`src/verilog/pipe_ctrl_pkg.sv`:
```
/*
 * Shared types and constants for the exception and stall control subsystem.
 * Stage masks are indexed IF at bit 0 up to WB at bit 4.
 * Only the CP0 fields used by this subsystem are modeled. ERL, ErrorEPC,
 * timers and bus errors are not covered.
 */
`default_nettype none

package pipe_ctrl_pkg;

    localparam int NUM_STAGES = 5;
    localparam int STG_MEM    = 3;   // Interrupts are taken on the MEM PC

    typedef logic [NUM_STAGES-1:0] stage_mask_t;

    localparam stage_mask_t MASK_NONE = 5'b00000;
    localparam stage_mask_t MASK_ALL  = 5'b11111;

    // Cause.ExcCode values, ERET is internal only
    typedef enum logic [4:0] {
        EXC_INTR = 5'd0,
        EXC_TLBM = 5'd1,
        EXC_TLBL = 5'd2,
        EXC_TLBS = 5'd3,
        EXC_ADEL = 5'd4,
        EXC_ADES = 5'd5,
        EXC_SYSC = 5'd8,
        EXC_BP   = 5'd9,
        EXC_RI   = 5'd10,
        EXC_CPU  = 5'd11,
        EXC_OV   = 5'd12,
        EXC_TRAP = 5'd13,
        EXC_ERET = 5'd31
    } exc_code_t;

    typedef struct packed {
        logic      valid;
        exc_code_t code;
        logic      tlb_refill;   // TLBL/TLBS with no matching entry
    } exc_req_t;

    typedef struct packed {
        logic        valid;
        exc_code_t   code;
        logic        tlb_refill;
        logic [31:0] epc;              // Faulting PC
        logic        bad_addr_valid;   // Reserved, always zero
    } exc_rec_t;

    // CP0 fields seen by the controller
    typedef struct packed {
        logic        bev;
        logic        exl;
        logic        iv;
        logic [31:0] epc;
    } cp0_state_t;

    typedef struct packed {
        logic        en;
        logic [1:0]  sel;    // 0 Status, 1 Cause, 2 EPC
        logic [31:0] data;
    } cp0_wr_t;

    localparam logic [1:0] CP0_SEL_STATUS = 2'd0;
    localparam logic [1:0] CP0_SEL_CAUSE  = 2'd1;
    localparam logic [1:0] CP0_SEL_EPC    = 2'd2;

    // Exception vectors
    localparam logic [31:0] BASE_NML    = 32'h8000_0000;
    localparam logic [31:0] BASE_BTS    = 32'hBFC0_0200;
    localparam logic [31:0] OFF_GEN     = 32'h0000_0180;
    localparam logic [31:0] OFF_SPINT   = 32'h0000_0200;
    localparam logic [31:0] NML_GEN_EXC = BASE_NML + OFF_GEN;
    localparam logic [31:0] NML_SP_INTR = BASE_NML + OFF_SPINT;
    localparam logic [31:0] BTS_GEN_EXC = BASE_BTS + OFF_GEN;
    localparam logic [31:0] BTS_SP_INTR = BASE_BTS + OFF_SPINT;

    // CP0 bit positions
    localparam int STATUS_IE     = 0;
    localparam int STATUS_EXL    = 1;
    localparam int STATUS_IM_LO  = 10;
    localparam int STATUS_IM_W   = 6;
    localparam int STATUS_BEV    = 22;
    localparam int CAUSE_IV      = 23;
    localparam int CAUSE_IP_LO   = 10;
    localparam int CAUSE_CODE_LO = 2;

    localparam logic [31:0] STATUS_RESET = 32'h0040_0000;   // BEV set
    localparam logic [31:0] STATUS_WMASK = 32'h0040_FC03;   // BEV, IM, EXL, IE
    localparam logic [31:0] CAUSE_WMASK  = 32'h0080_0000;   // IV only

endpackage

`default_nettype wire

```
`src/verilog/exc_collect.sv`:
```
/*
 * Picks one exception source per cycle and registers it as the record.
 * Priority is pending interrupt, then the oldest stage request, then ERET.
 * While a record is valid the pipeline is flushing and new requests are
 * dropped, so a record can be valid at most every other cycle.
 */
`timescale 1ns/100ps
`default_nettype none

module exc_collect (
    input  wire                                                 clk,
    input  wire                                                 arst_n,
    input  pipe_ctrl_pkg::exc_req_t [pipe_ctrl_pkg::NUM_STAGES-1:0] exc_req,
    input  wire [pipe_ctrl_pkg::NUM_STAGES-1:0][31:0]           stage_pc,
    input  wire                                                 eret,
    input  wire [5:0]                                           hw_int,
    input  wire [31:0]                                          cp0_status,
    output pipe_ctrl_pkg::exc_rec_t                             exc_rec
);

    import pipe_ctrl_pkg::*;

    logic        int_pend;
    logic        req_hit;
    exc_req_t    req_sel;
    logic [31:0] req_pc;
    exc_rec_t    win;

    logic        rec_valid;
    exc_code_t   rec_code;
    logic        rec_refill;
    logic [31:0] rec_epc;

    // Unmasked interrupt, only outside exception level
    assign int_pend = (|(hw_int & cp0_status[STATUS_IM_LO +: STATUS_IM_W]))
                      && cp0_status[STATUS_IE] && !cp0_status[STATUS_EXL];

    // Later stages overwrite earlier ones, so WB ends up winning
    always_comb begin
        req_hit = 1'b0;
        req_sel = '0;
        req_pc  = '0;
        for (int i = 0; i < NUM_STAGES; i++) begin
            if (exc_req[i].valid) begin
                req_hit = 1'b1;
                req_sel = exc_req[i];
                req_pc  = stage_pc[i];
            end
        end
    end

    always_comb begin
        win = '0;
        if (int_pend) begin
            win.valid = 1'b1;
            win.code  = EXC_INTR;
            win.epc   = stage_pc[STG_MEM];
        end else if (req_hit) begin
            win.valid      = 1'b1;
            win.code       = req_sel.code;
            win.tlb_refill = req_sel.tlb_refill;
            win.epc        = req_pc;
        end else if (eret) begin
            win.valid = 1'b1;
            win.code  = EXC_ERET;
            win.epc   = stage_pc[STG_MEM];   // Unused, EPC comes from CP0
        end
    end

    always_ff @(posedge clk or negedge arst_n) begin
        if (!arst_n) begin
            rec_valid <= 1'b0;
        end else begin
            rec_valid <= !rec_valid && win.valid;   // One dead cycle after a record
        end
    end

    always_ff @(posedge clk) begin
        if (!rec_valid && win.valid) begin
            rec_code   <= win.code;
            rec_refill <= win.tlb_refill;
            rec_epc    <= win.epc;
        end
    end

    always_comb begin
        exc_rec                = '0;
        exc_rec.valid          = rec_valid;
        exc_rec.code           = rec_code;
        exc_rec.tlb_refill     = rec_refill;
        exc_rec.epc            = rec_epc;
        exc_rec.bad_addr_valid = 1'b0;
    end

endmodule

`default_nettype wire

```
`src/verilog/cp0_regs.sv`:
```
/*
 * Status, Cause and EPC of CP0.
 * Software writes land at the next edge; an exception or ERET update to the
 * same register at that edge takes precedence over the write.
 * Cause.IP follows hw_int with one cycle of delay and is not writable.
 * cp0_view always shows the values from before this cycle's update.
 */
`timescale 1ns/100ps
`default_nettype none

module cp0_regs (
    input  wire                       clk,
    input  wire                       arst_n,
    input  pipe_ctrl_pkg::exc_rec_t   exc_rec,
    input  wire [5:0]                 hw_int,
    input  pipe_ctrl_pkg::cp0_wr_t    cp0_wr,
    output logic [31:0]               cp0_status,
    output logic [31:0]               cp0_cause,
    output logic [31:0]               cp0_epc,
    output pipe_ctrl_pkg::cp0_state_t cp0_view
);

    import pipe_ctrl_pkg::*;

    logic [31:0] status_q;
    logic [31:0] cause_q;
    logic [31:0] epc_q;
    logic [31:0] status_nxt;
    logic [31:0] cause_nxt;
    logic [31:0] epc_nxt;
    logic        exc_take;
    logic        exc_ret;

    assign exc_take = exc_rec.valid && (exc_rec.code != EXC_ERET);
    assign exc_ret  = exc_rec.valid && (exc_rec.code == EXC_ERET);

    always_comb begin
        status_nxt = status_q;
        cause_nxt  = cause_q;
        epc_nxt    = epc_q;

        if (cp0_wr.en) begin
            case (cp0_wr.sel)
                CP0_SEL_STATUS: status_nxt = cp0_wr.data & STATUS_WMASK;
                CP0_SEL_CAUSE: begin
                    cause_nxt = (cause_q & ~CAUSE_WMASK) | (cp0_wr.data & CAUSE_WMASK);
                end
                CP0_SEL_EPC:    epc_nxt = cp0_wr.data;
                default:        ;   // Unmapped select ignored
            endcase
        end

        if (exc_take) begin
            status_nxt             = status_q;
            status_nxt[STATUS_EXL] = 1'b1;
            cause_nxt              = cause_q;
            cause_nxt[CAUSE_CODE_LO +: $bits(exc_code_t)] = exc_rec.code;
            // Nested exception keeps the original return address
            if (!status_q[STATUS_EXL]) begin
                epc_nxt = exc_rec.epc;
            end
        end else if (exc_ret) begin
            status_nxt             = status_q;
            status_nxt[STATUS_EXL] = 1'b0;
        end

        cause_nxt[CAUSE_IP_LO +: STATUS_IM_W] = hw_int;   // IP tracks pins every cycle
    end

    always_ff @(posedge clk or negedge arst_n) begin
        if (!arst_n) begin
            status_q <= STATUS_RESET;
            cause_q  <= '0;
            epc_q    <= '0;
        end else begin
            status_q <= status_nxt;
            cause_q  <= cause_nxt;
            epc_q    <= epc_nxt;
        end
    end

    // MFC0 read values
    assign cp0_status = status_q;
    assign cp0_cause  = cause_q;
    assign cp0_epc    = epc_q;

    always_comb begin
        cp0_view     = '0;
        cp0_view.bev = status_q[STATUS_BEV];
        cp0_view.exl = status_q[STATUS_EXL];
        cp0_view.iv  = cause_q[CAUSE_IV];
        cp0_view.epc = epc_q;
    end

endmodule

`default_nettype wire

```
`src/verilog/pipe_ctrl.sv`:
```
/*
 * Stall and flush masks plus the redirect address, fully combinational.
 * A valid exception record flushes every stage and overrides stall requests.
 * Without a record the oldest requesting stage sets the stall boundary.
 * flush_pc is zero whenever there is no record.
 */
`timescale 1ns/100ps
`default_nettype none

module pipe_ctrl (
    input  pipe_ctrl_pkg::stage_mask_t stall_req,
    input  pipe_ctrl_pkg::exc_rec_t    exc_rec,
    input  pipe_ctrl_pkg::cp0_state_t  cp0_view,
    output pipe_ctrl_pkg::stage_mask_t stall,
    output pipe_ctrl_pkg::stage_mask_t flush,
    output logic [31:0]                flush_pc
);

    import pipe_ctrl_pkg::*;

    logic bev;
    logic exl;
    logic iv;
    logic is_refill;

    assign bev = cp0_view.bev;
    assign exl = cp0_view.exl;
    assign iv  = cp0_view.iv;

    // Refill vectoring only for TLB load/store misses
    assign is_refill = exc_rec.tlb_refill &&
                       ((exc_rec.code == EXC_TLBL) || (exc_rec.code == EXC_TLBS));

    always_comb begin
        stall    = MASK_NONE;
        flush    = MASK_NONE;
        flush_pc = '0;

        if (exc_rec.valid) begin
            flush = MASK_ALL;   // Whole pipe dies, nothing stalls

            if (exc_rec.code == EXC_ERET) begin
                flush_pc = cp0_view.epc;
            end else if (exc_rec.code == EXC_INTR) begin
                case ({bev, iv})
                    2'b00:   flush_pc = NML_GEN_EXC;
                    2'b01:   flush_pc = NML_SP_INTR;
                    2'b10:   flush_pc = BTS_GEN_EXC;
                    default: flush_pc = BTS_SP_INTR;
                endcase
            end else if (is_refill) begin
                // Refill handler at base unless already at exception level
                case ({bev, exl})
                    2'b00:   flush_pc = BASE_NML;
                    2'b01:   flush_pc = NML_GEN_EXC;
                    2'b10:   flush_pc = BASE_BTS;
                    default: flush_pc = BTS_GEN_EXC;
                endcase
            end else begin
                flush_pc = bev ? BTS_GEN_EXC : NML_GEN_EXC;
            end
        end else begin
            casez (stall_req)
                5'b1????: begin   // WB
                    stall = 5'b11111;
                end
                5'b01???: begin   // MEM
                    stall = 5'b01111;
                    flush = 5'b10000;
                end
                5'b001?0,
                5'b00??1: begin   // EX, or IF with nothing older
                    stall = 5'b00111;
                    flush = 5'b01000;
                end
                5'b00010: begin   // ID alone
                    stall = 5'b00011;
                    flush = 5'b00100;
                end
                default: begin
                    stall = MASK_NONE;
                    flush = MASK_NONE;
                end
            endcase
        end
    end

endmodule

`default_nettype wire

```
`src/verilog/exc_ctrl_top.sv`:
```
/*
 * Exception and stall control top level.
 * Requests and stall requests are plain levels sampled every cycle, with no
 * handshake. CP0 outputs are the current register values for MFC0.
 */
`timescale 1ns/100ps
`default_nettype none

module exc_ctrl_top (
    input  wire                                                 clk,
    input  wire                                                 arst_n,
    input  pipe_ctrl_pkg::stage_mask_t                          stall_req,
    input  pipe_ctrl_pkg::exc_req_t [pipe_ctrl_pkg::NUM_STAGES-1:0] exc_req,
    input  wire [pipe_ctrl_pkg::NUM_STAGES-1:0][31:0]           stage_pc,
    input  wire                                                 eret,
    input  wire [5:0]                                           hw_int,
    input  pipe_ctrl_pkg::cp0_wr_t                              cp0_wr,
    output pipe_ctrl_pkg::stage_mask_t                          stall,
    output pipe_ctrl_pkg::stage_mask_t                          flush,
    output logic [31:0]                                         flush_pc,
    output logic [31:0]                                         cp0_status,
    output logic [31:0]                                         cp0_cause,
    output logic [31:0]                                         cp0_epc
);

    import pipe_ctrl_pkg::*;

    exc_rec_t   exc_rec;
    cp0_state_t cp0_view;

    exc_collect exc_collect_inst (
        .clk        (clk),
        .arst_n     (arst_n),
        .exc_req    (exc_req),
        .stage_pc   (stage_pc),
        .eret       (eret),
        .hw_int     (hw_int),
        .cp0_status (cp0_status),   // IE, EXL, IM for interrupt masking
        .exc_rec    (exc_rec)
    );

    cp0_regs cp0_regs_inst (
        .clk        (clk),
        .arst_n     (arst_n),
        .exc_rec    (exc_rec),
        .hw_int     (hw_int),
        .cp0_wr     (cp0_wr),
        .cp0_status (cp0_status),
        .cp0_cause  (cp0_cause),
        .cp0_epc    (cp0_epc),
        .cp0_view   (cp0_view)
    );

    pipe_ctrl pipe_ctrl_inst (
        .stall_req (stall_req),
        .exc_rec   (exc_rec),
        .cp0_view  (cp0_view),
        .stall     (stall),
        .flush     (flush),
        .flush_pc  (flush_pc)
    );

endmodule

`default_nettype wire

```
`config.mk`:
```
export PLATFORM = sky130hd
export DESIGN_NAME = exc_ctrl_top
export DESIGN_NICKNAME = d
export VERILOG_FILES = /design/src/verilog/pipe_ctrl_pkg.sv /design/src/verilog/exc_collect.sv /design/src/verilog/cp0_regs.sv /design/src/verilog/pipe_ctrl.sv /design/src/verilog/exc_ctrl_top.sv
export SDC_FILE = /design/constraint.sdc
export NUM_CORES = 1
export LEC_CHECK = 0
export CORE_AREA = 2 2 148 150
export DETAILED_ROUTE_END_ITERATION = 10
export DIE_AREA = 0 0 150 152
export DONT_BUFFER_PORTS = 1
export SLEW_MARGIN = 20
export SYNTH_ARGS = -nofsm -noshare
export SYNTH_HDL_FRONTEND = slang
export SYNTH_HIERARCHICAL = 1
export SYNTH_SLANG_ARGS = --single-unit
```
`constraint.sdc`:
```
create_clock -name clk -period 2.8 [get_ports clk]
set_input_delay 0.56 -clock clk [delete_from_list [all_inputs] [get_ports clk]]
set_output_delay 0.56 -clock clk [all_outputs]
set_load 0.05 [all_outputs]
```
==> impl_metrics.toml <==
[power]
powerDensity_nw_per_um2 = 1010
ir_drop_uv = 294
leakage_nw = 3.05

[worst_setup_path]
crit_family = "simple AND/OR/NAND/NOR gates"
start_kind = "flip-flop"
cp_cell_sequence = "or3_4, nor3_4, o211ai_4, a21oi_1, buf_4"
r2r_start = "cp0_regs_inst/cp0_status[1]$_DFFE_PN0P_"
critPathMaxStageDelay_ps = 500
worstPathArrival_ps = 2080
worstPathMaxFanout = 8
critPathBufInv = 1
end_kind = "output pin"
reg2reg_slack_ps = 410
crit_slowest_cell = "edfxtp_1"
critPathKind = "flip-flop to output pin"
r2r_end = "exc_collect_inst/rec_epc[0]$_DFFE_PP_"
rr_worst_depth = 3
cp.required_ps = 2240

[global_routing]
grt-ovfl-total = 0
grt_max_degree = 79
antenna_found_initial = 0
grt_pass1_vias = 4523
grt_usage_pct = 17.4
grt_pass1_wl_um = 29600

[placed_design]
portBuffers = 0
hpwlAfterDp_um = 15600
gp_congestion = 0.793
post-place-cells = 875
post-place-ws_ps = 194

[cts]
htreeDepth = 3
cts.sinks = 92
cts_tree = "done"
cts_buffers = 9
clk_path_buf_depth = 2
clk_pin_slew_worst_paths_ps = 70
root_buffer = "clkbuf_16"
clock_latency_ps = 340

[layout]
flow.area_growth_from_synthesis_pct = 6.30
nets = 857
final_cells = 895
drive_gt1_share_pct = 26.2
diodes = 0

[timing]
hold_viol = 0
fmax_mhz = 379
fin_ws_ps = 165
tns_ps = 0
rsz0062_at_grt = "false"
fin_crit_sh_pct = 94.1
tightest_slew_ps = 1150
setup_viol_count_final = 0
relSlewSlack_pct = 23.2
layout_min_cycle_time_ps = 2640
fin_skew_ps = 9.71
final_max_slew_viol_count = 0

[route]
post_drt_wl_per_cell_um = 23.0
drt-initial-drc-count = 239
drc = 0
vias_per_cell = 5.37
detail-route-antenna-nets = 0
finalWirelength_um = 20600
vias = 4805
dr.pass1.iters = 4

[hold_path]
hp-class = "primary input to async pin"

[floorplanning]
io_pins = 382
die_h_um = 152
core-area_um2 = 21400
die_w_um = 150
initial_core_util_pct = 32.1
die-area_um2 = 22800
placementRows = 54

[synth]
netlist_instances = 634
yosys_warnings = 6
synth_area_um2 = 6860
synth.avg_cell_area_um2 = 10.8

[status]
status = "completed"

[flow_run]
drv_cap = 0
## metal layers
layer	vias up	track usage [%]	part of all wire, %
met3	14	3.48	6.3
li1	2225	-	-
met4	0	3.95	1.2
met1	2332	25.2	46
met5	-	0	0
met2	234	26.8	47
## flip-flops by register name (all words and copies together), names as in the netlist
name and flops:
cp0_regs_inst/cp0_cause 12, exc_collect_inst/rec_valid 1, cp0_regs_inst/cp0_epc 32, cp0_regs_inst/cp0_status 9, exc_collect_inst/rec_refill 1, exc_collect_inst/rec_code 5
exc_collect_inst/rec_epc 32
## worst max path at each step
| stage | to | start | depth (start not counted) |
|---|---|---|---|
| 2_1_floorplan | stall[1] | stall_req[3] | 4 |
| 3_3_place_gp | exc_collect_inst/rec_epc[15]$_DFFE_PP_ | hw_int[1] | 4 |
| 3_5_place_dp | exc_collect_inst/rec_epc[0]$_DFFE_PP_ | hw_int[1] | 4 |
| 4_1_cts | flush_pc[23] | exc_collect_inst/rec_code[2]$_SDFFCE_PP0P_ | 5 |
| 5_1_grt | flush_pc[29] | exc_collect_inst/rec_code[3]$_SDFFCE_PP0P_ | 5 |
| 6_report | flush_pc[23] | exc_collect_inst/rec_code[2]$_SDFFCE_PP0P_ | 5 |
## report_power, final
part	internal [W]	total, W	switching (W)
sequential	0.00194	0.00337	0.00143
clock	0.000808	0.00137	0.000558
combinational	0.00122	0.00265	0.00143
total	0.00396	0.00739	0.00342
## cells in the final DEF, fill, tap and decap left out, types with 11 or more instances in the layout
cell       count
mux2_4        60
buf_4         55
dfrtp_1       52
a21oi_1       49
conb_1        43
nor2b_1       38
a221oi_1      38
edfxtp_1      38
o31ai_1       33
nand2b_1      33
a32o_1        32
and3_1        19
inv_1         13
mux2_2        12
clkbuf_16     11
## per-stage QoR
| stage | utilization [%] | hold WS, ps | power, W | cell area [µm²] |
|---|---|---|---|---|
| 6_report | 34.1 | 56.0 | 0.00739 | 7290 |
| 5_1_grt | 34.1 | 31.1 | 0.00774 | 7290 |
| 4_1_cts | 34.0 | 36.5 | 0.00747 | 7260 |
| 3_5_place_dp | 32.3 | 267 | 0.00605 | 6890 |
| 3_3_place_gp | 32.3 | 267 | 0.00601 | 6890 |
| 2_1_floorplan | - | 264 | 0.00581 | 7020 |
## repair_timing
| action | 4_1_cts | 5_1_grt |
|---|---|---|
| hold buffers | 1 | 0 |
| hold endpoints to repair | 53 | 0 |
| endpoints found under the setup margin | 0 | 8 |
| setup buffers | 0 | 3 |
| gates resized for setup | 0 | 1 |
## area by class of cell
cell class | count | area (µm²)
clock inverter | 5 | 61.3
fill | 2165 | 14100
tap | 280 | 350
timing repair buffer | 58 | 480
multi-input combinational | 436 | 3580
inverter | 13 | 48.8
sequential | 92 | 2490
clock buffer | 11 | 275
## worst reg2reg max path: cells and delay by family, from the launching register on
family | cells | cell delay [ps]
compound gates | 2 | 1300
flops | 1 | 470
simple gates | 1 | 370
Note: power is estimated with default switching activity, not from simulation.
